### config.mk
export PLATFORM = sky130hd
export DESIGN_NAME = wh_bram
export DESIGN_NICKNAME = d
export VERILOG_FILES = /design/src/verilog/gat_pkg.sv /design/src/verilog/wh_bram.sv
export SDC_FILE = /design/constraint.sdc
export NUM_CORES = 2
export LEC_CHECK = 0
export BUFFER_PORTS_ARGS = -buffer_cell sky130_fd_sc_hd__buf_2
export CAP_MARGIN = 0
export CORE_MARGIN = 10
export CORE_UTILIZATION = 50
export CTS_BUF_LIST = sky130_fd_sc_hd__clkbuf_8 sky130_fd_sc_hd__clkbuf_16
export CTS_CLUSTER_SIZE = 14
export DETAILED_ROUTE_END_ITERATION = 8
export PLACE_DENSITY_LB_ADDON = 0.25
export RECOVER_POWER = 25
export SETUP_SLACK_MARGIN = 0.3
export SLEW_MARGIN = 20
export SYNTH_ARGS = -nofsm -noshare
export SYNTH_HDL_FRONTEND = slang
export SYNTH_SLANG_ARGS = --single-unit
### constraint.sdc
create_clock -name clk -period 38.2 [get_ports clk]
set_clock_uncertainty 0.05 [all_clocks]
set_input_delay 1.91 -clock clk [delete_from_list [all_inputs] [get_ports clk]]
set_output_delay 1.91 -clock clk [all_outputs]
set_load 0.005 [all_outputs]
### src/verilog/gat_pkg.sv
/*
 * GAT accelerator shared definitions
 * Data width, sparse reader states and WH saturation limits
 */
package gat_pkg;

  // Signed feature value and weight
  localparam int DATA_WIDTH = 8;

  // ==============================
  // Sparse row reader states
  // ==============================
  typedef enum logic [2:0] {
    IDLE,
    INFO,
    STREAM,
    NEXT,
    DONE
  } reader_state_e;

  // Largest signed value held in width bits
  function automatic logic signed [63:0] sat_max(input int width);
    return (64'sd1 <<< (width - 1)) - 64'sd1;
  endfunction

  // Smallest signed value held in width bits
  function automatic logic signed [63:0] sat_min(input int width);
    return -(64'sd1 <<< (width - 1));
  endfunction

endpackage
### src/verilog/wh_bram.sv
/*
 * WH result memory
 * Clips each accumulated row to the WH width and
 * serves single elements to the host
 */
`timescale 1ns/10ps

module wh_bram
  import gat_pkg::*;
#(
  parameter TOTAL_NODES     = 16,
  parameter NUM_FEATURE_IN  = 11,
  parameter NUM_FEATURE_OUT = 16,
  parameter WH_DATA_WIDTH   = 11,

  localparam NODE_ADDR_W = $clog2(TOTAL_NODES),
  localparam FEAT_W      = $clog2(NUM_FEATURE_OUT),
  localparam WH_ADDR_W   = $clog2(TOTAL_NODES * NUM_FEATURE_OUT),
  localparam ACC_W       = 2 * DATA_WIDTH + $clog2(NUM_FEATURE_IN + 1)
)(
  input  logic                                  clk,

  input  logic                                  wh_wr_en,
  input  logic [NODE_ADDR_W-1:0]                wh_wr_node,
  input  logic [NUM_FEATURE_OUT-1:0][ACC_W-1:0] wh_wr_row,

  input  logic [WH_ADDR_W-1:0]                  wh_out_bram_addrb,
  output logic signed [WH_DATA_WIDTH-1:0]       wh_out_bram_dout
);

  localparam logic signed [63:0] WH_MAX = sat_max(WH_DATA_WIDTH);
  localparam logic signed [63:0] WH_MIN = sat_min(WH_DATA_WIDTH);

  logic [NUM_FEATURE_OUT-1:0][WH_DATA_WIDTH-1:0] mem [TOTAL_NODES];
  logic [NUM_FEATURE_OUT-1:0][WH_DATA_WIDTH-1:0] sat_row;
  logic [NODE_ADDR_W-1:0]                        rd_node;
  logic [FEAT_W-1:0]                             rd_feat;

  always_comb begin
    for (int f = 0; f < NUM_FEATURE_OUT; f++) begin
      if ($signed(wh_wr_row[f]) > WH_MAX) begin
        sat_row[f] = WH_MAX[WH_DATA_WIDTH-1:0];
      end else if ($signed(wh_wr_row[f]) < WH_MIN) begin
        sat_row[f] = WH_MIN[WH_DATA_WIDTH-1:0];
      end else begin
        sat_row[f] = wh_wr_row[f][WH_DATA_WIDTH-1:0];
      end
    end
  end

  // Host address is node * NUM_FEATURE_OUT + feature
  assign rd_node = NODE_ADDR_W'(wh_out_bram_addrb / NUM_FEATURE_OUT);
  assign rd_feat = FEAT_W'(wh_out_bram_addrb % NUM_FEATURE_OUT);

  always_ff @(posedge clk) begin
    if (wh_wr_en) begin
      mem[wh_wr_node] <= sat_row;
    end
    wh_out_bram_dout <= mem[rd_node][rd_feat];
  end

endmodule

==> summary.md <==
| Metric | Value |
|---|---|
| Num CTS Buffers | 295 |
| Clk network pwr share | 40.4% |
| Clk pin slew, worst setup/hold paths | roughly 0.060 ns |
| Avg Cell Area, Syn | 22.1 um2 |
| PwrDens | ~53 mW/mm2 |
| Yosys cell types | a little over 60 |
| Clk sink count | ~2800 |
| Initial antenna violation count | 19 |
| Cell Int Power | 5140 uW |
| Mapped Nets | 5291 |
| Part of the power in combinational logic | under 10% |
| Number of flops mapped to enable cells by yosys | roughly 2800 |
| Synth area leader | edfxtp_1 |
| Top FF cell, synth | edfxtp_1 |
| Synthesized area | 0.109 mm2 |
| Congestion Overflow GR | 0 |
| Yosys warns | 0 |
| Ys async rst share | 0% |
| Final Setup Violations | 0 |
| Cts repair resizes | 0 |
| Post-route minimum period | a little under 10 ns |
| Worst-Skew Late Latency | 0.93 ns |
| Worst reg2reg setup slack | 35.16 ns |
| RSZ-0062 raised after global routing | no |
| Worst EP required | 38.67 ns |
| Period utilization | 25.4% |
| Crit path max fanout | 92 |
| Vias in the first global route | 56087 |
| RR Startpoint | mem[11][33] |
| Share of the synthesized area in the top cell type | 77.3% |
| Post-CTS Setup Bufs | 0 |
| Htree depth | 5 |
| IO buf count | 344 |
| Routed via count | roughly 55000 |
| Die H | 488 um |
| Detailed Route Iter0 Violations | 6630 |
| Startpoint types | primary input |
| CP endpoint kind | flop |
| Io pins | 345 |
| Routed WL | 288 mm |
| CTS tree | yes |
| Seq/Total Area, Yosys | 77.5% |
| DP Worst Slack | 29.89 ns |
| Failing checks | capacitance limit, slew limit |
| Die X | 488 um |
| Pre-antenna DRT Iters | 6 |
| First-pass GRT wire length | 411 mm |
| Count leader, synth | edfxtp_1 |
| Min-Delay Startpoint | mem[0][105] |
| Max-slew violations | approximately 310 |
| Post-Syn Instances | 4957 |
| Worst-Margin Slew | 7.83 ns |
| VDD IR max | 52.9 uV |
| Initial Utilization | between 50 and 60% |
| Most frequent cells after synthesis | edfxtp_1 (2816), mux4_2 (583), a22oi_1 (223) |
| Max-cap violations | 9 |
| Gr usage total | 23.9% |
| Arr. time, crit path | 10.17 ns |
| Core Box Area | 0.217 mm2 |
| P_sw | roughly 1400 uW |
| Clock root buffer | clkbuf_16 |
| Pin count of the biggest net entering global routing | about 110 |
| Crit path launch | wh_wr_node[3] |
| Fmax | 103 MHz |
| Setup TNS | 0 ns |
| Final #Nets | 5791 |
| Vias per cell | 6.46 |
| Num rows | 171 |
| Net Sw Frac | 21.4% |
| DPL Wire Length | around 160 mm |
| Most area-consuming cells after synthesis | edfxtp_1 (77%), mux4_2 (12%), a22oi_1 (1.5%) |
| Routed len/inst | 33.8 um |
| Outcome | finished, violations left |
| Die area | 0.238 mm2 |
| Leak Pwr | 0.0375 uW |
| Area grow syn2layout | 12.6% |
| Critical path class | in -> reg |
| Seq pwr share | between 50% and 60% |
| Final hold vios | 0 |
| Detail Route Antenna Nets | 0 |
| Gpl congestion | 0.794 |
| Power, Total | 6540 uW |
| Final worst setup slack | roughly 29 ns |
| Synth Register Bits | roughly 2800 |
| Layout cell share with drive strength beyond 1 | 26.3% |
| Hold crit path type | reg -> reg |
| CTS Hold Bufs | 0 |
| Slew headroom | -422% |
| Residual DRC count | 0 |
| CTS Buffer Depth | 4 |
-- critical path, stage by stage --
cell and delay [ns]:
clkbuf_1 0.11, nand3b_1 0.33, nor2_4 0.16, clkbuf_1 5.39
buf_4 1.33, buf_4 0.80
-- registers in the layout, summed over array words and instances, names as in the netlist --
signal	count
mem	2816
wh_out_bram_dout	11
-- per-stage QoR --
step	hold WS, ns	instance area, um2	utilization, %	cells
after detailed placement	0.936	114000	52.7	8014
final	0.933	123000	56.6	8521
after global routing	1.00	123000	56.6	8518
after CTS	0.937	123000	56.7	8516
after global placement	0.924	114000	52.6	8011
after floorplan	0.681	109000	-	4957
-- cells by family (layout without fill, tap and decap cells) --
family / Yosys count / count (layout) / synth area share [%]
buffers and inverters: 284 / 989 / 1.66
other: 0 / 5 / 0
AOI/OAI and AO/OA: 780 / 780 / 5.02
DFF: 2827 / 2827 / 77.5
and+or+nand+nor: 275 / 275 / 1.39
muxes: 791 / 791 / 14.4
-- cell type report --
| type | instances | area [um2] |
|---|---|---|
| inverter | 2 | 7.51 |
| fill | 15899 | 94300 |
| clock buffer | 308 | 7650 |
| antenna | 5 | 12.5 |
| multi-input combinational | 1846 | 23100 |
| sequential | 2827 | 84800 |
| tap | 2854 | 3570 |
| clock inverter | 194 | 1130 |
| timing repair buffer | 485 | 2860 |
-- layout by cell type (no fill, tap or decap), types with 44 or more instances in the layout --
master	instances
mux4_2	583
a21oi_1	140
buf_2	323
a22oi_1	223
edfxtp_1	2816
clkinv_1	67
mux2i_1	156
inv_1	70
clkbuf_16	303
o21a_1	161
o221ai_1	46
o22ai_1	44
buf_4	115
-- routing by layer --
metal	wire (um)	GRT usage [%]
met5	50	0
met4	9030	7.05
met3	24700	4.47
met2	141000	39.1
met1	113000	33.0
-- path summary, 6_finish.rpt --
kind | endpoint | cells after the start
worst max-delay path | mem[6][150] | 6
worst min-delay path | wh_out_bram_dout[6] | 5
worst max register to register | wh_out_bram_dout[0] | 6
worst min register to register | wh_out_bram_dout[6] | 5
-- power groups by stage --
stage	registers (uW)	logic [uW]	clock network, uW
5_1_grt	3520	403	2810
6_report	3510	381	2640
4_1_cts	3510	384	2680
3_3_place_gp	3570	376	0
3_5_place_dp	3580	383	0
2_1_floorplan	3580	229	0
Note: power is estimated with default switching activity, not from simulation.
