`src/verilog/gat_pkg.sv`:
```
/*
 * GAT accelerator shared definitions
 * Data width, sparse reader states and WH saturation limits
 */
package gat_pkg;

  // Signed feature value and weight
  localparam int DATA_WIDTH = 8;

  // ==============================
  // Sparse row reader states
  // ==============================
  typedef enum logic [2:0] {
    IDLE,
    INFO,
    STREAM,
    NEXT,
    DONE
  } reader_state_e;

  // Largest signed value held in width bits
  function automatic logic signed [63:0] sat_max(input int width);
    return (64'sd1 <<< (width - 1)) - 64'sd1;
  endfunction

  // Smallest signed value held in width bits
  function automatic logic signed [63:0] sat_min(input int width);
    return -(64'sd1 <<< (width - 1));
  endfunction

endpackage
```
`src/verilog/feature_mem.sv`:
```
/*
 * Sparse feature memories
 * H entries (value, column) and per-node row lengths,
 * host write ports and registered reads for the row reader
 */
`timescale 1ns/10ps

module feature_mem
  import gat_pkg::*;
#(
  parameter TOTAL_NODES       = 16,
  parameter NUM_FEATURE_IN    = 11,
  parameter H_NUM_SPARSE_DATA = 128,

  localparam COL_IDX_W   = $clog2(NUM_FEATURE_IN),
  localparam ROW_LEN_W   = $clog2(NUM_FEATURE_IN + 1),
  localparam H_DATA_W    = DATA_WIDTH + COL_IDX_W,
  localparam H_ADDR_W    = $clog2(H_NUM_SPARSE_DATA),
  localparam NODE_ADDR_W = $clog2(TOTAL_NODES)
)(
  input  logic                   clk,

  input  logic [H_DATA_W-1:0]    h_data_bram_din,
  input  logic                   h_data_bram_ena,
  input  logic                   h_data_bram_wea,
  input  logic [H_ADDR_W-1:0]    h_data_bram_addra,

  input  logic [ROW_LEN_W-1:0]   h_node_info_bram_din,
  input  logic                   h_node_info_bram_ena,
  input  logic                   h_node_info_bram_wea,
  input  logic [NODE_ADDR_W-1:0] h_node_info_bram_addra,

  input  logic [H_ADDR_W-1:0]    h_data_addrb,
  input  logic [NODE_ADDR_W-1:0] h_node_info_addrb,
  output logic [H_DATA_W-1:0]    h_data_dout,
  output logic [ROW_LEN_W-1:0]   h_node_info_dout
);

  logic [H_DATA_W-1:0]  h_data_mem    [H_NUM_SPARSE_DATA];
  logic [ROW_LEN_W-1:0] node_info_mem [TOTAL_NODES];

  always_ff @(posedge clk) begin
    if (h_data_bram_ena && h_data_bram_wea) begin
      h_data_mem[h_data_bram_addra] <= h_data_bram_din;
    end
    h_data_dout <= h_data_mem[h_data_addrb];
  end

  always_ff @(posedge clk) begin
    if (h_node_info_bram_ena && h_node_info_bram_wea) begin
      node_info_mem[h_node_info_bram_addra] <= h_node_info_bram_din;
    end
    h_node_info_dout <= node_info_mem[h_node_info_addrb];
  end

  // Host loads stay inside both memories
  a_h_data_wr_range: assert property (@(posedge clk)
    h_data_bram_ena && h_data_bram_wea |-> h_data_bram_addra < H_NUM_SPARSE_DATA);
  a_node_info_wr_range: assert property (@(posedge clk)
    h_node_info_bram_ena && h_node_info_bram_wea |-> h_node_info_bram_addra < TOTAL_NODES);

endmodule

```
`config.mk`:
```
export PLATFORM = sky130hd
export DESIGN_NAME = feature_mem
export DESIGN_NICKNAME = d
export VERILOG_FILES = /design/src/verilog/gat_pkg.sv /design/src/verilog/feature_mem.sv
export SDC_FILE = /design/constraint.sdc
export NUM_CORES = 1
export LEC_CHECK = 0
export CELL_PAD_IN_SITES_DETAIL_PLACEMENT = 1
export CELL_PAD_IN_SITES_GLOBAL_PLACEMENT = 2
export CORE_ASPECT_RATIO = 1.25
export CORE_MARGIN = 2
export CORE_UTILIZATION = 40
export CTS_BUF_LIST = sky130_fd_sc_hd__clkbuf_8
export CTS_CLUSTER_DIAMETER = 30
export DETAILED_ROUTE_END_ITERATION = 10
export DONT_BUFFER_PORTS = 1
export PLACE_DENSITY = 0.6
export SETUP_SLACK_MARGIN = 0.05
export SLEW_MARGIN = 20
export SYNTH_ARGS = -nofsm -noshare
export SYNTH_HDL_FRONTEND = slang
export SYNTH_SLANG_ARGS = --single-unit
```
`constraint.sdc`:
```
create_clock -name clk -period 4.6 [get_ports clk]
set_clock_uncertainty 0.2 [all_clocks]
set_input_delay 0.46 -clock clk [delete_from_list [all_inputs] [get_ports clk]]
set_output_delay 0.46 -clock clk [all_outputs]
set_load 0.05 [all_outputs]
```
==> metrics <==
Core Footprint 0.154 mm^2; Skew-Pair Late Insertion Delay 1.02 ns; placed cells 4,504; Setup crit end kind flip-flop; IO Port Bufs 0; Iter 0 DRT Violations 2,629; Yosys cell types 23; fin worst setup slack 0.316 ns; Max Slew Vio Count about 420; Mapped Area 0.0617 mm^2; FF-to-FF path depth 7; Syn Nets 2,522; Fmax achieved 233 MHz; Hold Crit Depth 3; Fin. Hold Viols 0; Residual DRC 0; reg2reg setup slack 0.46 ns; crit share post-route 93.1%; Starting Density between 40% and 50%; Slew Limit Headroom -39.3%; status complete, but fails checks; CP Max Fanout 384; DP HPWL 85.5 mm; Fillers 13,605; number of H-tree levels 5; die area 0.157 mm^2; share of post-route cells with drive strength above 1 between 30% and 40%; GRT Overall Usage 20.9%; yosys warns 0; min-delay src h_data_bram_addra[3]; Via density roughly 5.5; Seq/Total Area, Yosys between 70% and 80%; FF+latch count, synth roughly 1,600; Die W 355 um; TritonCTS Buffers 325; Final Non-Filler Cells 5,146; fin util a little under half; CTS max path bufs 4; placement row count 161; chip height roughly 440 um; CP bufs+invs 3; routability cong. approximately 0.76; R2R Path Start h_data_mem[85][1]; static leakage between 20 and 25 nW; grt ovf 0; worst path cell trace mux4_2 -> mux4_2 -> dlygate4sd3_1 -> mux4_2 -> dlygate4sd3_1 -> mux2_2 -> dlygate4sd3_1; RSZ-0062 raised after global routing no; Min Clock Period, post-route 4.28 ns; antenna-violating nets left 0; peak supply drop ~380 uV; Arr. time, crit path 4.98 ns; PwrDens approximately 450 mW/mm^2; slowest stage delay, CP 0.99 ns; crit path max-delay cell type mux4_2; Post-Syn Instances 2,479; Routed WL per cell about 31 um; WHS Endpoint h_data_mem[48][10]; # setup viols final 0; CP Class in -> reg; Ports 59; DR vias 28,320; DRT Wirelength 161 mm; Top Family by Delay on Critical Path multiplexers; Mapped Avg Cell Area 24.9 um^2; Worst setup SP type input pin; max cap viols 0; Tightest Pin Transition 2.09 ns; Min-Delay Path Class in -> reg; failing checks slew limit; Layout Nets 2,912; Placement Setup Slack 1.21 ns; initial antenna violation count 9; first-pass GRT wire length 232 mm; capturing point of the worst reg2reg path h_data_dout[1]; clk sinks 1,616; largest net degree at the start of global routing between 300 and 400; number of global-route vias before repair 31,257; TritonCTS clock tree yes; drt pass-1 iters 5; CTS root buffer clkbuf_8; Req. time, crit path 5.30 ns; final setup TNS 0 ns; Worst-path clk slew approximately 0.06 ns; Syn-to-layout area delta 17.0%; Setup Buffers After CTS 0
==> flip-flops by register name (all words and copies together), names as in the netlist <==
signal and flops:
h_node_info_dout 4, node_info_mem 64, h_data_mem 1536, h_data_dout 12
==> per-stage QoR <==
step	hold WS, ns	power [mW]	cell area, um^2
finish	0.133	32.6	72200
global route	0.0312	33.6	72200
CTS	0.00428	32.9	72200
detailed placement	0.360	17.6	64600
global placement	0.360	17.5	64600
floorplan	0.359	17.4	61700
==> cell usage after synthesis <==
cell type	count	area, um^2
buf_4	13	97.6
nand4_1	2	12.5
nand3_1	7	35.0
and2_1	1	6.26
buf_6	3	33.8
edfxtp_1	1600	48000
or3b_2	2	17.5
nand3b_1	4	30.0
nand2b_1	3	18.8
nor2b_1	4	25.0
nand2_1	17	63.8
or3_1	2	12.5
inv_1	2	7.51
dfxtp_1	16	320
buf_1	21	78.8
nor2_1	144	541
mux2_2	12	135
mux4_2	524	11800
nand4b_1	3	26.3
buf_2	29	145
nor3_1	4	20.0
and3_1	1	6.26
clkbuf_1	65	244
==> worst max path at each step <==
stage	cells after the start	to	slack, ns	start
after detailed placement	4	h_data_dout[10]	1.21	h_data_addrb[0]
final	7	h_data_dout[1]	0.32	h_data_addrb[0]
after global routing	7	h_data_dout[1]	0.39	h_data_mem[85][1]
after CTS	7	h_data_dout[1]	0.49	h_data_mem[85][1]
after floorplan	6	h_data_dout[10]	1.44	h_data_addrb[0]
after global placement	4	h_data_dout[10]	1.28	h_data_addrb[0]
==> cell type report <==
type	instances	area, um^2	area share [%]
Antenna cell	9	22.5	0.0312
Clock buffer	334	4600	6.36
Clock inverter	224	1950	2.70
Inverter	2	7.51	0.0104
Multi-Input combinational cell	730	12800	17.8
Sequential cell	1616	48400	67.0
Tap cell	2037	2550	3.53
Timing Repair Buffer	194	1910	2.64
==> worst register-to-register path: cells and delay by family, from the launching register on <==
kind	cells	cell delay (ns)
DFF	1	0.36
buffers and inverters	3	1.68
muxes	4	1.80
==> routing by layer <==
layer	global-route usage (%)	part of all wire, %
met2	35.9	53
met3	4.38	5.4
met5	0	0.017
met4	6.39	2.5
met1	26.6	40
==> power breakdown <==
part	internal, mW	switching [mW]	leakage [nW]
registers	16.3	0.132	14.5
logic	0.648	0.649	4.64
clock network	8.68	6.21	3.49
total	25.6	6.99	22.6
==> kinds of logic (layout without fill, tap and decap cells) <==
logic type | after synthesis | count (layout) | synth area share [%]
other | 0 | 9 | 0
and+or+nand+nor | 194 | 194 | 1.32
DFF | 1616 | 1616 | 78.4
muxes | 536 | 536 | 19.3
buffers and inverters | 133 | 754 | 0.983
==> cell usage in the layout (no fill, tap or decap), types with 2 or more instances in the layout <==
cell type and n:
clkinvlp_4 27, nand2_1 17, dlygate4sd3_1 59, nor2_4 3, edfxtp_1 1600, mux2_2 12
nand3_1 7, buf_12 2, inv_1 64, buf_4 119, clkinv_4 12, nand3b_1 4
clkinv_2 35, or3b_2 2, nand2b_1 3, nor3_1 4, bufinv_16 34, diode_2 9
mux4_2 524, nor2b_1 4, nor2_1 114, nand4b_1 3, buf_16 14, dfxtp_1 16
or3_1 2, nand4_1 2, nor2_2 27, clkinv_1 52, clkbuf_8 334, inv_6 2
==> what timing repair did <==
| action | in CTS | in global routing |
|---|---|---|
| gates resized for setup | 0 | 0 |
| hold buffers | 75 | 0 |
| endpoints found under the hold margin | 2319 | 0 |
No activity file was read; power rests on OpenSTA's default activity.
