==> config.mk <==
export PLATFORM = sky130hd
export DESIGN_NAME = weight_mem
export DESIGN_NICKNAME = d
export VERILOG_FILES = /design/src/verilog/gat_pkg.sv /design/src/verilog/weight_mem.sv
export SDC_FILE = /design/constraint.sdc
export NUM_CORES = 1
export LEC_CHECK = 0
export BUFFER_PORTS_ARGS = -buffer_cell sky130_fd_sc_hd__buf_4
export CAP_MARGIN = 20
export CELL_PAD_IN_SITES_DETAIL_PLACEMENT = 1
export CELL_PAD_IN_SITES_GLOBAL_PLACEMENT = 1
export CORE_UTILIZATION = 35
export CTS_CLUSTER_DIAMETER = 30
export DETAILED_ROUTE_END_ITERATION = 10
export GPL_TIMING_DRIVEN = 1
export PLACE_DENSITY = 0.67
export SYNTH_ARGS = -nofsm -noshare
export SYNTH_HDL_FRONTEND = slang
export SYNTH_SLANG_ARGS = --single-unit
==> constraint.sdc <==
create_clock -name clk -period 3.32 [get_ports clk]
set_input_delay 0.664 -clock clk [delete_from_list [all_inputs] [get_ports clk]]
set_output_delay 0.664 -clock clk [all_outputs]
set_load 0.005 [all_outputs]
==> src/verilog/gat_pkg.sv <==
/*
 * GAT accelerator shared definitions
 * Data width, sparse reader states and WH saturation limits
 */
package gat_pkg;

  // Signed feature value and weight
  localparam int DATA_WIDTH = 8;

  // ==============================
  // Sparse row reader states
  // ==============================
  typedef enum logic [2:0] {
    IDLE,
    INFO,
    STREAM,
    NEXT,
    DONE
  } reader_state_e;

  // Largest signed value held in width bits
  function automatic logic signed [63:0] sat_max(input int width);
    return (64'sd1 <<< (width - 1)) - 64'sd1;
  endfunction

  // Smallest signed value held in width bits
  function automatic logic signed [63:0] sat_min(input int width);
    return -(64'sd1 <<< (width - 1));
  endfunction

endpackage
==> src/verilog/weight_mem.sv <==
/*
 * Weight memory
 * Host writes single weights, the MAC reads a full
 * row of NUM_FEATURE_OUT weights per input feature
 */
`timescale 1ns/10ps

module weight_mem
  import gat_pkg::*;
#(
  parameter NUM_FEATURE_IN  = 11,
  parameter NUM_FEATURE_OUT = 16,

  localparam COL_IDX_W  = $clog2(NUM_FEATURE_IN),
  localparam FEAT_W     = $clog2(NUM_FEATURE_OUT),
  localparam WGT_ADDR_W = $clog2(NUM_FEATURE_IN * NUM_FEATURE_OUT)
)(
  input  logic                                       clk,

  input  logic [DATA_WIDTH-1:0]                      wgt_bram_din,
  input  logic                                       wgt_bram_ena,
  input  logic                                       wgt_bram_wea,
  input  logic [WGT_ADDR_W-1:0]                      wgt_bram_addra,

  input  logic [COL_IDX_W-1:0]                       wgt_row_addr,
  output logic [NUM_FEATURE_OUT-1:0][DATA_WIDTH-1:0] wgt_row
);

  logic [NUM_FEATURE_OUT-1:0][DATA_WIDTH-1:0] mem [NUM_FEATURE_IN];
  logic [COL_IDX_W-1:0]                       wr_row;
  logic [FEAT_W-1:0]                          wr_lane;

  // Host address is row * NUM_FEATURE_OUT + column
  assign wr_row  = COL_IDX_W'(wgt_bram_addra / NUM_FEATURE_OUT);
  assign wr_lane = FEAT_W'(wgt_bram_addra % NUM_FEATURE_OUT);

  always_ff @(posedge clk) begin
    if (wgt_bram_ena && wgt_bram_wea) begin
      mem[wr_row][wr_lane] <= wgt_bram_din;
    end
    wgt_row <= mem[wgt_row_addr];
  end

endmodule

==> results.md, run 1 <==
- Core area: 165200 um^2
- Yosys reg bits: 1536
- Initial antenna violation count: 6
- Area share of fa/ha/maj cells after synthesis: 0
- Area of the multi-input gates: between 10000 and 15000 um^2
- Mux contribution to synthesized area: 0.1180
- Crit-path max FO: 1
- Most frequent cells in the layout: 1408 x edfxtp_1, 415 x buf_4, 384 x mux2_2, 317 x clkbuf_16, 256 x mux2i_1
- Slew Limit Fails: 0
- First DRT Iteration DRCs: 2443
- HP Class: input port to flip-flop
- CTS tree: yes
- Fin crit period: 2227 ps
- Critical path startpoint category: flip-flop
- Cell chain of the critical path: buf_4
- Synthesized area per cell: between 15 and 20 um^2
- Mapped Nets: 3270
- # fillers: about 16000
- Crit-path max cell delay: 480 ps
- Hold violation count in the final report: 0
- Die area: 168400 um^2
- Vias in the first global route: roughly 35000
- First-pass GRT wire length: 234200 um
- WL final: 160200 um
- Final period utilization: 0.6707
- Sequential fraction of the synthesis area: 0.7682
- Power Dens Cells: 730.1 nW/um^2
- Number of remaining DRC errors: 14
- Dominant combinational cell family by area after synthesis: multiplexers
- I/O Pins: 151
- XOR/XNOR Fraction of Synth Area: 0
- Mapped Cells: 3247
- Chip width: 410.4 um
- Root buffer cell: clkbuf_16
- DP Area: 64090 um^2
- Number of CTS-inserted buffers: 308
- Fin nets: 3835
- Setup bufs post-CTS: 0
- CP max stage cell: dfxtp_1
- Critical path buffers and inverters: 1
- Gpl congestion: 0.7626
- Finished Core Util: 0.4511
- Detailed Place HPWL: 90660 um
- Grt total ovfl: 0
- Layout area overhead: 27.65%
- Clk sinks: 1536
- Via Count: 32137
- Slew @ Worst Pin: 1089 ps
- Worst Clk Skew: 73.58 ps
- Critical Path RT: 2660 ps
- Kind of critical path: flip-flop to primary output
- Detail Route Antenna Nets: 0
- CP delay by family, top: flip-flops
- Simple-gate share of the synthesized area: 0.02879
- CTS H-tree depth: 5
- # Max-Cap Violations: 0
- CP endpoint kind: primary output
- Pin count of the biggest net entering global routing: 183
- Count of input and output buffers: 150
- Layout cells sized above 1: 0.3322
- Post-Syn Area: 58370 um^2
- LEAKAGE: 25.86 nW
- Slew HR: 0.2742
- Seq. cell area: 44840 um^2
- First-pass DRT Iterations: 8
- Synth Area in Compound Gates: 0.06585
- Vias per inst: 5.149
- Clk slew on worst S/H paths: 60 ps
- Crit path DAT: 1560 ps
- Clock Latency Late Sink: 910 ps
- Setup TNS: 0 ps
- Die H: 410.4 um
- WL/cell: 25.67 um
- # hold bufs at CTS: 0
- Commonest non-fill, non-tap cell in the layout: edfxtp_1
- Final instance area: 74510 um^2
- Number of gates resized after CTS: 0
- Gr usage total: 0.1885
- Final setup vio count: 0
- Fmax: 0.4491 GHz
- Yosys Warn Count: 0
- Unrepaired setup endpoints after global routing: no
- Failing checks: DRC
- Max IR drop VDD: 0.0004186 V
- Run status: finished with violations
- Unique masters post-synth: 22
- Initial Utilization: 0.3534
- Clk buf depth: 4
- Row count: ~150
-- metrics by stage --
step	setup slack (ps)	total power [mW]	cells	hold slack, ps
2_1_floorplan	1239	22.69	3247	539.4
3_3_place_gp	676.8	23.84	5691	550.4
3_5_place_dp	701.4	23.88	5691	563.8
4_1_cts	1033	54.92	6238	115.7
5_1_grt	1069	55.84	6238	150.9
6_report	1093	54.40	6241	173.5
-- worst paths after layout --
| check | slack, ps | endpoint | start | cells after the start |
|---|---|---|---|---|
| min | 170 | wgt_row[122] | wgt_row_addr[1] | 3 |
| max reg2reg | 1940 | wgt_row[116] | mem[4][116] | 4 |
| min reg2reg | 570 | wgt_row[111] | mem[10][111] | 3 |
| max | 1090 | wgt_row[94] | wgt_row[94] | 1 |
-- Yosys cell counts, drive strengths merged --
| cell | number | area (um^2) |
|---|---|---|
| and4b | 2 | 20.02 |
| nand2b | 129 | 807.0 |
| edfxtp | 1408 | 42280 |
| o31ai | 128 | 960.9 |
| nand2 | 22 | 82.58 |
| dfxtp | 128 | 2562 |
| mux2i | 256 | 2562 |
| and4bb | 1 | 12.51 |
| nor2 | 180 | 675.7 |
| clkbuf | 119 | 446.7 |
| mux2 | 384 | 4324 |
| a22o | 128 | 1121 |
| buf | 92 | 671.9 |
| nor2b | 7 | 43.79 |
| o22ai | 128 | 800.8 |
| o211ai | 128 | 960.9 |
| and4 | 1 | 8.760 |
| nand3 | 6 | 30.03 |
-- layer usage --
metal,vias up,track usage,part of all wire
met5,-,0,0.00025
li1,14107,-,-
met2,933,0.3066,0.48
met4,6,0.06588,0.029
met1,16810,0.2468,0.43
met3,281,0.04307,0.056
-- layout make-up --
| cell class | instances | share of cell area |
|---|---|---|
| diodes | 3 | 0.0001008 |
| repair buffers | 466 | 0.05436 |
| flip-flops and latches | 1536 | 0.6018 |
| well taps | 2189 | 0.03676 |
| clock inverters | 181 | 0.02888 |
| multi-input cells | 1500 | 0.1671 |
| clock buffers | 366 | 0.1109 |
-- registers in the layout (all words and copies together) (netlist names) --
| register | count |
|---|---|
| mem | 1408 |
| wgt_row | 128 |
-- cell families after synthesis --
| family | count (synthesis) |
|---|---|
| simple gates | 348 |
| mux | 640 |
| buf+inv | 211 |
| flops | 1536 |
| compound gates | 512 |
-- where the power goes --
group	switching [mW]	internal, mW	total (mW)
combinational	1.28	0.795	2.08
sequential	0.123	21.3	21.4
clock	10.0	20.9	30.9
total	11.4	43.0	54.4
Note: power is estimated with default switching activity, not from simulation.
==> run 2: changes to the inputs <==
==> constraint.sdc (replaced) <==
create_clock -name clk -period 2.2 [get_ports clk]
set_input_delay 0.44 -clock clk [delete_from_list [all_inputs] [get_ports clk]]
set_output_delay 0.44 -clock clk [all_outputs]
set_load 0.005 [all_outputs]
==> results.md, run 2 (same netlist as run 1, synthesis figures left out) <==
- Largest Register: mem
- DP Area: 64760 um^2 (+1.1%)
- Die H: 410.4 um (unchanged)
- Vias in the first global route: 35015 (+0.080%)
- Max reg flops: 1408 (unchanged)
- Row count: 149 (unchanged)
- Reg2Reg Setup Slack: 780 ps (-1160 ps)
- First-pass GRT wire length: 236200 um (+0.85%)
- CTS tree: yes
- WL/cell: 25.49 um (-0.69%)
- # Max-Cap Violations: 0 (unchanged)
- Worst hold stages: 1 (-2)
- Clk slew on worst S/H paths: 50 ps (about the same)
- Hold wc startpoint: wgt_bram_din[2]
- Critical path buffers and inverters: 1 (unchanged)
- Commonest non-fill, non-tap cell in the layout: edfxtp_1
- Run status: finished with violations
- Layout cells sized above 1: 0.3439 (+0.01171)
- Unrepaired setup endpoints after global routing: no
- Sequential share of power: 0.392 (-0.002)
- First-pass DRT Iterations: 10 (+2)
- Setup bufs post-CTS: 0 (unchanged)
- Slew @ Worst Pin: 837.3 ps (-251.4 ps)
- Int Pwr: 64.92 mW (+51%)
- Final instance area: 75370 um^2 (+1.1%)
- Fmax: between 0.5 and 0.6 GHz
- CP endpoint kind: primary output
- Clock Latency Late Sink: 920 ps (about the same)
- Critical Path RT: 1760 ps (-900 ps)
- Biggest registers after layout: mem (1408), wgt_row (128)
- CTS H-tree depth: 5 (unchanged)
- Number of CTS-inserted buffers: 318 (+3.2%)
- Detail Route Antenna Nets: 0 (unchanged)
- R2R depth: 3 (-1)
- Grt total ovfl: 0 (unchanged)
- Chip width: 410.4 um (unchanged)
- Hold EP: mem[3][106]
- Core area: 165200 um^2 (unchanged)
- HP Class: input port to flip-flop
- Clock power frac: 0.569 (about the same)
- First DRT Iteration DRCs: 2709 (+11%)
- Final setup vio count: 0 (unchanged)
- Part of the power in combinational logic: 0.040 (+0.002)
- Count of input and output buffers: 150 (unchanged)
- Fin crit period: 1999 ps
- WL final: 161400 um (+0.72%)
- Detailed Place HPWL: 93710 um (+3.4%)
- Switching portion of total power: 0.2143 (+0.003824)
- Crit-path max FO: 1 (unchanged)
- Clk buf depth: 4 (unchanged)
- Hold violation count in the final report: 0 (unchanged)
- Kind of critical path: flip-flop to primary output
- Number of remaining DRC errors: 10 (-4)
- CP Depth: 1 (unchanged)
- Power Dens Cells: 1096 nW/um^2 (+50%)
- Slew HR: 0.4418 (+0.1676)
- Vias per inst: 5.143 (-0.11%)
- Worst Clk Skew: 51.26 ps (-22.32 ps)
- Critical path startpoint category: flip-flop
- Pin count of the biggest net entering global routing: 129 (-30%)
- LEAKAGE: 26.30 nW (+1.7%)
- Gpl congestion: 0.7814 (+2.5%)
- Post-Place Setup Slack: -103.4 ps (-804.7 ps)
- Slew Limit Fails: 0 (unchanged)
- FF-to-FF End: wgt_row[56]
- Initial antenna violation count: 6 (unchanged)
- Crit path DAT: 1560 ps (about the same)
- Cell chain of the critical path: buf_4
- CP delay by family, top: flip-flops
- CP max stage cell: dfxtp_1
- Failing checks: DRC
- Fin nets: 3917 (+2.1%)
- Worst r2r src: mem[3][56]
- Max IR drop VDD: 0.0008866 V (+110%)
- Initial Utilization: 0.3534 (unchanged)
- Die area: 168400 um^2 (unchanged)
- I/O Pins: 151 (unchanged)
- Most frequent cells in the layout: 1408 x edfxtp_1, 465 x buf_4, 384 x mux2_2, 323 x clkbuf_16, 256 x mux2i_1
- Root buffer cell: clkbuf_16
- Crit-path max cell delay: 480 ps (about the same)
- Final period utilization: 0.9086
- Gr usage total: 0.1904 (+0.001957)
- Via Count: 32558 (+1.3%)
- Switching pwr: 17.70 mW (+55%)
- Layout area overhead: 29.11%
- PnR worst setup slack: 201.2 ps (-892.3 ps)
- Clk sinks: 1536 (unchanged)
-- run 2: cell count changes in the layout (fill, tap and decap cells not counted), sizes merged --
cell         previous run  this run
buf                   465       530
clkinv                 88       109
clkinvlp               27        35
dlygate4sd3             0         7
clkbuf                367       361
inv                    26        22
bufinv                 40        38
-- run 2: layer usage --
| metal | global-route usage | up-vias | routed length (um) |
|---|---|---|---|
| li1 | - | 14284 | - |
| met1 | 0.2458 | 16959 | 68000 |
| met2 | 0.3123 | 1034 | 78850 |
| met3 | 0.04257 | 279 | 9577 |
| met4 | 0.07141 | 2 | 4915 |
| met5 | 0 | - | 13 |
-- run 2: worst max-delay path by stage --
| stage | start | endpoint | slack [ps] |
|---|---|---|---|
| global route | wgt_row[69] | wgt_row[69] | 160 |
| floorplan | wgt_bram_addra[6] | mem[7][40] | 340 |
| CTS | wgt_row[92] | wgt_row[92] | 140 |
| global placement | wgt_row_addr[0] | wgt_row[55] | -100 |
| finish | wgt_row[92] | wgt_row[92] | 200 |
| detailed placement | wgt_row_addr[0] | wgt_row[55] | -100 |
-- run 2: final cells by class --
type | instances | area (um^2)
Clock buffer | 360 | 8272
Clock inverter | 204 | 2260
Sequential cell | 1536 | 44840
Tap cell | 2189 | 2739
Antenna cell | 3 | 7.507
Fill cell | 15722 | 89810
Multi-Input combinational cell | 1500 | 12450
Timing Repair Buffer | 538 | 4796
-- run 2: repair_timing --
item,CTS,global route
hold endpoints to repair,134,0
hold buffers,7,0
resized for setup,0,0
-- run 2: stage by stage --
step	power, mW	cells	TNS (ps)	hold WS, ps	util
2_1_floorplan	34.24	3247	0	538.9	-
3_3_place_gp	36.10	5756	-102.2	546.3	0.3921
3_5_place_dp	36.15	5756	-103.4	563.2	0.3921
4_1_cts	83.43	6327	0	27.32	0.4562
5_1_grt	84.85	6327	0	38.05	0.4562
6_report	82.62	6330	0	54.38	0.4563
-- run 2: power groups by stage --
stage,Sequential (mW),Combinational [mW],Clock (mW)
detailed placement,32.9,3.26,0
global placement,32.9,3.20,0
CTS,32.4,3.32,47.8
floorplan,32.8,1.44,0
global route,32.3,3.47,49.0
finish,32.3,3.27,47.0
