===== config.mk =====
export PLATFORM = sky130hd
export DESIGN_NAME = sparse_row_reader
export DESIGN_NICKNAME = d
export VERILOG_FILES = /design/src/verilog/gat_pkg.sv /design/src/verilog/sparse_row_reader.sv
export SDC_FILE = /design/constraint.sdc
export NUM_CORES = 1
export LEC_CHECK = 0
export BUFFER_PORTS_ARGS = -buffer_cell sky130_fd_sc_hd__buf_2
export CAP_MARGIN = 10
export CORE_AREA = 3 3 57 59
export DETAILED_ROUTE_END_ITERATION = 12
export DIE_AREA = 0 0 60 62
export PLACE_DENSITY = 0.69
export SYNTH_ARGS = -nofsm -noshare
export SYNTH_HDL_FRONTEND = slang
export SYNTH_SLANG_ARGS = --single-unit

===== constraint.sdc =====
create_clock -name clk -period 1.74 [get_ports clk]
set_input_delay 0 -clock clk [delete_from_list [all_inputs] [get_ports clk]]
set_output_delay 0 -clock clk [all_outputs]
set_load 0.02 [all_outputs]

===== src/verilog/gat_pkg.sv =====
/*
 * GAT accelerator shared definitions
 * Data width, sparse reader states and WH saturation limits
 */
package gat_pkg;

  // Signed feature value and weight
  localparam int DATA_WIDTH = 8;

  // ==============================
  // Sparse row reader states
  // ==============================
  typedef enum logic [2:0] {
    IDLE,
    INFO,
    STREAM,
    NEXT,
    DONE
  } reader_state_e;

  // Largest signed value held in width bits
  function automatic logic signed [63:0] sat_max(input int width);
    return (64'sd1 <<< (width - 1)) - 64'sd1;
  endfunction

  // Smallest signed value held in width bits
  function automatic logic signed [63:0] sat_min(input int width);
    return -(64'sd1 <<< (width - 1));
  endfunction

endpackage

===== src/verilog/sparse_row_reader.sv =====
/*
 * Sparse row reader
 * Walks node rows once all memories are loaded and
 * streams each nonzero H entry to the MAC
 */
`timescale 1ns/10ps

module sparse_row_reader
  import gat_pkg::*;
#(
  parameter TOTAL_NODES       = 16,
  parameter NUM_FEATURE_IN    = 11,
  parameter H_NUM_SPARSE_DATA = 128,

  localparam COL_IDX_W   = $clog2(NUM_FEATURE_IN),
  localparam ROW_LEN_W   = $clog2(NUM_FEATURE_IN + 1),
  localparam H_DATA_W    = DATA_WIDTH + COL_IDX_W,
  localparam H_ADDR_W    = $clog2(H_NUM_SPARSE_DATA),
  localparam NODE_ADDR_W = $clog2(TOTAL_NODES)
)(
  input  logic                   clk,
  input  logic                   rst_n,

  input  logic                   h_data_bram_load_done,
  input  logic                   h_node_info_bram_load_done,
  input  logic                   wgt_bram_load_done,

  output logic [NODE_ADDR_W-1:0] h_node_info_addrb,
  input  logic [ROW_LEN_W-1:0]   h_node_info_dout,
  output logic [H_ADDR_W-1:0]    h_data_addrb,
  input  logic [H_DATA_W-1:0]    h_data_dout,

  output logic                   nz_valid,
  output logic [DATA_WIDTH-1:0]  nz_value,
  output logic [COL_IDX_W-1:0]   nz_col,
  output logic                   nz_last
);

  reader_state_e          state;
  logic [NODE_ADDR_W-1:0] node_idx;
  logic [H_ADDR_W:0]      h_addr;     // extra bit so an overrun is visible
  logic [ROW_LEN_W-1:0]   ent_cnt;
  logic                   all_loaded;
  logic                   rd_issue;
  logic                   row_end;
  logic                   empty_row;

  assign all_loaded = h_data_bram_load_done && h_node_info_bram_load_done &&
                      wgt_bram_load_done;

  // Row length stays on the node-info output for the whole row
  assign rd_issue = (state == STREAM) && (h_node_info_dout != '0);
  assign row_end  = (h_node_info_dout == '0) || (ent_cnt == h_node_info_dout - 1'b1);

  assign h_node_info_addrb = node_idx;
  assign h_data_addrb      = h_addr[H_ADDR_W-1:0];

  // ==============================
  // Row walk FSM
  // ==============================
  always_ff @(posedge clk or negedge rst_n) begin
    if (!rst_n) begin
      state    <= IDLE;
      node_idx <= '0;
      h_addr   <= '0;
      ent_cnt  <= '0;
    end else begin
      case (state)
        IDLE: begin
          if (all_loaded) begin
            state <= INFO;
          end
        end
        INFO: begin
          state <= STREAM;
        end
        STREAM: begin
          if (rd_issue) begin
            h_addr <= h_addr + 1'b1;
          end
          if (row_end) begin
            ent_cnt <= '0;
            state   <= NEXT;
          end else begin
            ent_cnt <= ent_cnt + 1'b1;
          end
        end
        NEXT: begin
          node_idx <= node_idx + 1'b1;
          state    <= (node_idx == NODE_ADDR_W'(TOTAL_NODES - 1)) ? DONE : INFO;
        end
        DONE: begin
          state <= DONE;
        end
        default: begin
          state <= IDLE;
        end
      endcase
    end
  end

  // Strobe lines up with the registered H read
  always_ff @(posedge clk or negedge rst_n) begin
    if (!rst_n) begin
      nz_valid  <= 1'b0;
      nz_last   <= 1'b0;
      empty_row <= 1'b0;
    end else begin
      nz_valid  <= (state == STREAM);
      nz_last   <= (state == STREAM) && row_end;
      empty_row <= (state == STREAM) && (h_node_info_dout == '0);
    end
  end

  // Empty row sends one zero entry
  assign nz_value = empty_row ? '0 : h_data_dout[H_DATA_W-1 -: DATA_WIDTH];
  assign nz_col   = empty_row ? '0 : h_data_dout[COL_IDX_W-1:0];

  // Running H address must stay inside the loaded entries
  a_h_addr_range: assert property (@(posedge clk) disable iff (!rst_n)
    rd_issue |-> h_addr < H_NUM_SPARSE_DATA);

endmodule


==> results_dict.tcl, run 1 <==
set metrics [dict create \
    place_area_um2 1435 \
    placement_rows 19 \
    slowest_delay_ps 590 \
    yosysUniqueCellTypes 34 \
    syn_area_per_cell_um2 11.04 \
    postLayoutCellArea_um2 1493 \
    grt_pass1_vias 850 \
    antenna_found_initial 0 \
    antenna_cells 0 \
    power_frac_clock_pct 10.0 \
    htreeDepth 1 \
    vias_per_cell 4.984 \
    gp_congestion 0.7863 \
    holdWs_ps 13.52 \
    crit_path_end_kind "flip-flop" \
    crit_family "buffers and inverters" \
    final_hold_viol_count 0 \
    wl_mm 2.300 \
    post-cts-setup-buffers 0 \
    maxCapViolations 0 \
    cts_tree "done" \
    nets 185 \
    relSlewSlack_pct 69.71 \
    post_cts_resized 0 \
    cts_buffer_depth 2 \
    synth_cells 104 \
    io-pin-count 46 \
    syn_nets 129 \
    wl_met1_um 882 \
    worst_pin_slew_ps 454.3 \
    min_period_ps 1616 \
    post_drt_wl_per_cell_um 12.11 \
    grt_pass1_wl_mm 3.629 \
    hp-class "input port to flip-flop" \
    ir_drop_mv 1.036 \
    worstPathCellList "buf_4 > nand4b_1 > dlygate4sd3_1 > a221oi_2" \
    yosys_warnings 0 \
    internal_power_mw 1.327 \
    synth_top_area_share_pct 45.75 \
    fmax_mhz 618.9 \
    grt_max_degree 22 \
    clk-insertion-delay-late_ps 300 \
    die_h_um 62 \
    drc_errors 0 \
    start_util_pct 41.65 \
    vias 947 \
    hpwlAfterDp_mm 1.875 \
    root_buffer "clkbuf_4" \
    start_kind "flip-flop" \
    crit_buf_inv 2 \
    status "finished, final reports clean" \
    clkTransAtPathRegs_ps 120 \
    synthArstFlopShare_pct 100.0 \
    yosys-top-cells-count "dfrtp_1, nor2b_1, xnor2_1" \
    crit_fanout 6 \
    clock-sinks 21 \
    synthFlopType "dfrtp_1" \
    p_seq_share_pct 38.9 \
    arrival_ps 1840 \
    crit_required_ps 1960 \
    leakage_nw 0.7263 \
    maxUsedRoutingLayer "met4" \
    final_util_pct 54.13 \
    rsz0062_at_grt "false" \
    first_iter_violations 16 \
    synth_edf_count 0 \
    seq_area_frac_synth_pct 45.75 \
    slowest_stage "dlygate4sd3_1" \
    synth_area_leaders "dfrtp_1, nor2b_1, xnor2_1" \
    drive_gt1_share_pct 39.62 \
    synth_area_um2 1149 \
    cts_buffers 3 \
    critical_path_class "flip-flop to flip-flop" \
    syn2layout_area_growth_pct 29.96 \
    synth-seq-cells 21 \
    grt_usage_pct 13.15 \
    drtPass1Iterations 3 \
    synth_top_cell_by_area "dfrtp_1" \
    dr_wl_met3_um 197 \
    p_per_area_nw_per_um2 1565 \
    report.final.slew_viol_count 0 \
    setup_viol 0 \
    setup_tns_ps 0 \
    die_w_um 60 \
    period_share_pct 92.86 \
    pwr-share-comb_pct 51.1 \
    grt_overflow 0 \
    yosysMostFrequentCell "dfrtp_1" \
    met2WireLength_mm 1.189 \
    power.total_mw 2.336 \
    io_buffers 45 \
    core_um2 2758 \
    p_sw_mw 1.009 \
    dieArea_um2 3720 \
    p_sw_share_pct 43.19 \
    skew_ps 3.199 \
    antenna_left 0 \
]
[metrics by stage]
stage	worst slack [ps]	instances
finish	124.2	190
global route	14.35	190
CTS	113.2	190
detailed placement	147.8	183
global placement	172.1	183
floorplan	172.2	104
[sequential cells by signal, summed over array words and instances (netlist names)]
name / count
h_addr: 7
ent_cnt: 4
h_node_info_addrb: 4
nz_valid: 1
state: 3
empty_row: 1
nz_last: 1
[cell families (layout without fill, tap and decap cells)]
| logic type | Yosys count | in the layout | share of synthesized area [%] |
|---|---|---|---|
| fa+ha+maj | 4 | 4 | 4.357 |
| mux | 2 | 2 | 1.961 |
| simple gates | 46 | 46 | 26.58 |
| buf+inv | 5 | 60 | 2.287 |
| xor+xnor | 16 | 16 | 12.20 |
| compound gates | 10 | 10 | 6.863 |
| flops | 21 | 21 | 45.75 |
[tightest hold or removal path, cell delays in order]
cell    delay [ps]
buf_2          110
or3b_2         140
nor2_1          40
[layout by cell type, fill, tap and decap left out, types with 2 or more instances in the layout]
cell           instances
clkbuf_4               3
a21oi_1                2
ha_1                   4
buf_2                 45
a22o_1                 3
nand4_1                3
nand3_1                4
o21ai_0                2
dfrtp_1               21
nor3_1                 2
xnor2_1                9
inv_1                  3
nand2_1                5
xor2_1                 7
buf_4                  5
dlygate4sd3_1          3
nor2b_1               13
nor2_1                 6
[power groups by stage]
| stage | registers, mW | logic, mW | clock network [mW] |
|---|---|---|---|
| after detailed placement | 0.920 | 1.20 | 0 |
| after CTS | 0.912 | 1.21 | 0.245 |
| final | 0.909 | 1.19 | 0.234 |
| after floorplan | 1.08 | 0.681 | 0 |
| after global placement | 0.907 | 1.17 | 0 |
| after global routing | 0.946 | 1.33 | 0.269 |
[cell type report]
| type | instances | area [µm²] |
|---|---|---|
| fillers | 260 | 1265 |
| clock buffers | 3 | 22.52 |
| inverters | 3 | 11.26 |
| multi-input cells | 78 | 596.8 |
| repair buffers | 53 | 292.8 |
| clock inverters | 1 | 5.005 |
| well taps | 31 | 38.79 |
| flip-flops and latches | 21 | 525.5 |
[per-layer routing]
layer,vias up,track usage (%)
met5,-,0
met4,0,5.696
met1,436,13.75
met2,37,25.77
li1,470,-
met3,4,2.066
[repair_timing]
action                                  4_1_cts  5_1_grt
hold endpoints to repair                     22        0
endpoints found under the setup margin        0        0
hold buffers                                  3        0
[worst paths after layout]
check                                  endpoint  cells past startpoint  slack [ps]                 from
setup / recovery                       state[0]                      4         120             state[0]
hold / removal                        empty_row                      3          10  h_node_info_dout[3]
setup reg to reg                       state[0]                      4         120             state[0]
hold reg to reg                       h_addr[6]                      1         480            h_addr[6]
max in group asynchronous             h_addr[1]                      2        1260                rst_n
min in group asynchronous  h_node_info_addrb[1]                      2         160                rst_n
Note: power is estimated with default switching activity, not from simulation.
==> inputs of run 2 (changes only) <==
--- a/config.mk
+++ b/config.mk
@@ -10,7 +10,7 @@
 export CORE_AREA = 3 3 57 59
 export DETAILED_ROUTE_END_ITERATION = 12
 export DIE_AREA = 0 0 60 62
-export PLACE_DENSITY = 0.69
+export PLACE_DENSITY = 0.68
 export SYNTH_ARGS = -nofsm -noshare
 export SYNTH_HDL_FRONTEND = slang
 export SYNTH_SLANG_ARGS = --single-unit
==> run 2 against run 1 <==
  * Routed wire length up 2.5%
  * Power up 0.28%
  * Setup slack worse by 8.3 ps
  * Clock skew down 2.5 ps
  * Non-clock buffer count up 1
  * Critical path type unchanged
  * Highest routed layer unchanged
  * First-iteration DRC count down 56%
  * Core utilization up 0.36 points
  * Combinational power about the same
==> results_dict.tcl, run 2 (synthesized netlist as in run 1, its figures left out) <==
set metrics [dict create \
    relSlewSlack_pct 70.01 \
    largest-register "h_addr" \
    start_kind "flip-flop" \
    worstPathCellList "or3b_1 > or3_1 > a21oi_1 > a22o_1" \
    ff2ff_setup_slack_ps 120 \
    vias_per_cell 5.052 \
    crit_family "simple AND/OR/NAND/NOR gates" \
    ir_drop_mv 1.182 \
    p_sw_mw 1.015 \
    worst_pin_slew_ps 449.9 \
    internal_power_mw 1.328 \
    first_iter_violations 7 \
    root_buffer "clkbuf_4" \
    die_w_um 60 \
    cts_buffers 3 \
    die_h_um 62 \
    rsz0062_at_grt "false" \
    final_cell_mix "buf_2, dfrtp_1, nor2b_1" \
    start_util_pct 41.65 \
    nets 186 \
    post_drt_wl_per_cell_um 12.34 \
    htreeDepth 1 \
    p_per_area_nw_per_um2 1559 \
    leakage_nw 0.7304 \
    setup_viol 0 \
    clkTransAtPathRegs_ps 120 \
    maxCapViolations 0 \
    antenna_found_initial 0 \
    cp.depth 4 \
    wl_mm 2.357 \
    dieArea_um2 3720 \
    place_area_um2 1435 \
    io-pin-count 46 \
    crit_fanout 4 \
    vias 965 \
    slowest_delay_ps 520 \
    pwr-share-comb_pct 51.0 \
    grt_pass1_wl_mm 3.705 \
    final_hold_viol_count 0 \
    p_seq_share_pct 39.0 \
    crit_required_ps 1980 \
    min_path_cells 3 \
    antenna_left 0 \
    crit_path_end_kind "flip-flop" \
    period_share_pct 93.34 \
    critical_path_class "flip-flop to flip-flop" \
    drive_gt1_share_pct 39.38 \
    drtPass1Iterations 3 \
    clk-insertion-delay-late_ps 300 \
    r2r.worst_path.cells 4 \
    hp-class "input port to flip-flop" \
    fmax_mhz 615.7 \
    antenna_cells 0 \
    mostFrequentLayoutCell "buf_2" \
    skew_ps 0.7251 \
    cts_tree "done" \
    crit_buf_inv 0 \
    p_sw_share_pct 43.32 \
    hpwlAfterDp_mm 1.875 \
    io_buffers 45 \
    syn2layout_area_growth_pct 30.83 \
    report.final.slew_viol_count 0 \
    grt_usage_pct 13.28 \
    placement_rows 19 \
    largest_reg_flops 7 \
    cts_buffer_depth 2 \
    status "finished, final reports clean" \
    core_um2 2758 \
    arrival_ps 1870 \
    gp_congestion 0.8056 \
    postLayoutCellArea_um2 1503 \
    grt_max_degree 22 \
    grt_overflow 0 \
    slowest_stage "or3b_1" \
    drc_errors 0 \
    min_period_ps 1624 \
    setup_tns_ps 0 \
    power_frac_clock_pct 10.0 \
    clock-sinks 21 \
    grt_pass1_vias 909 \
]
[run 2: cell types whose count changed in the layout (fill, tap and decap cells not counted)]
| cell | before | now |
|---|---|---|
| dlygate4sd3_1 | 3 | 4 |
[run 2: path summary, 6_finish.rpt]
kind	startpoint	to
setup / recovery	state[0]	ent_cnt[3]
min in group asynchronous	rst_n	h_node_info_addrb[0]
setup reg to reg	state[0]	ent_cnt[3]
max in group asynchronous	rst_n	ent_cnt[0]
hold / removal	h_node_info_dout[2]	empty_row
hold reg to reg	h_addr[6]	h_addr[6]
[run 2: layout make-up]
class	count	area, µm²
tap	31	38.79
inverter	3	11.26
multi-input combinational	78	596.8
timing repair buffer	54	302.8
clock buffer	3	22.52
sequential	21	525.5
clock inverter	1	5.005
fill	260	1255
[run 2: routing by layer]
metal | wire length [µm] | GRT usage, % | vias up
li1 | - | - | 471
met1 | 866 | 13.23 | 453
met2 | 1248 | 26.70 | 37
met3 | 203 | 2.273 | 4
met4 | 38 | 5.696 | 0
met5 | 0 | 0 | -
[run 2: worst reg2reg max path, cell delays in order, from the launching register on]
cell and delay [ps]:
dfrtp_1 390, or3b_1 520, or3_1 390, a21oi_1 130, a22o_1 140
[run 2: through the flow]
stage / hold WS, ps / std cells / setup slack, ps / utilization [%] / total power [mW]
floorplan: -295.6 / 104 / 172.2 / - / 1.757
global placement: -24.58 / 183 / 171.8 / 52.04 / 2.075
detailed placement: -25.63 / 183 / 134.2 / 52.04 / 2.122
CTS: 21.34 / 191 / 108.1 / 54.49 / 2.372
global route: 36.99 / 191 / 41.73 / 54.49 / 2.515
finish: 30.53 / 191 / 115.9 / 54.49 / 2.342
[run 2: power by group through the flow]
stage	Sequential [mW]	Clock [mW]	Combinational (mW)
final	0.913	0.234	1.20
after global routing	0.947	0.261	1.31
after CTS	0.916	0.244	1.21
after detailed placement	0.925	0	1.20
after global placement	0.909	0	1.17
after floorplan	1.08	0	0.681
[run 2: what timing repair did]
action,in CTS,in global routing
hold endpoints to repair,23,0
buffers inserted,0,0
hold buffers,4,0
resized for setup,0,0
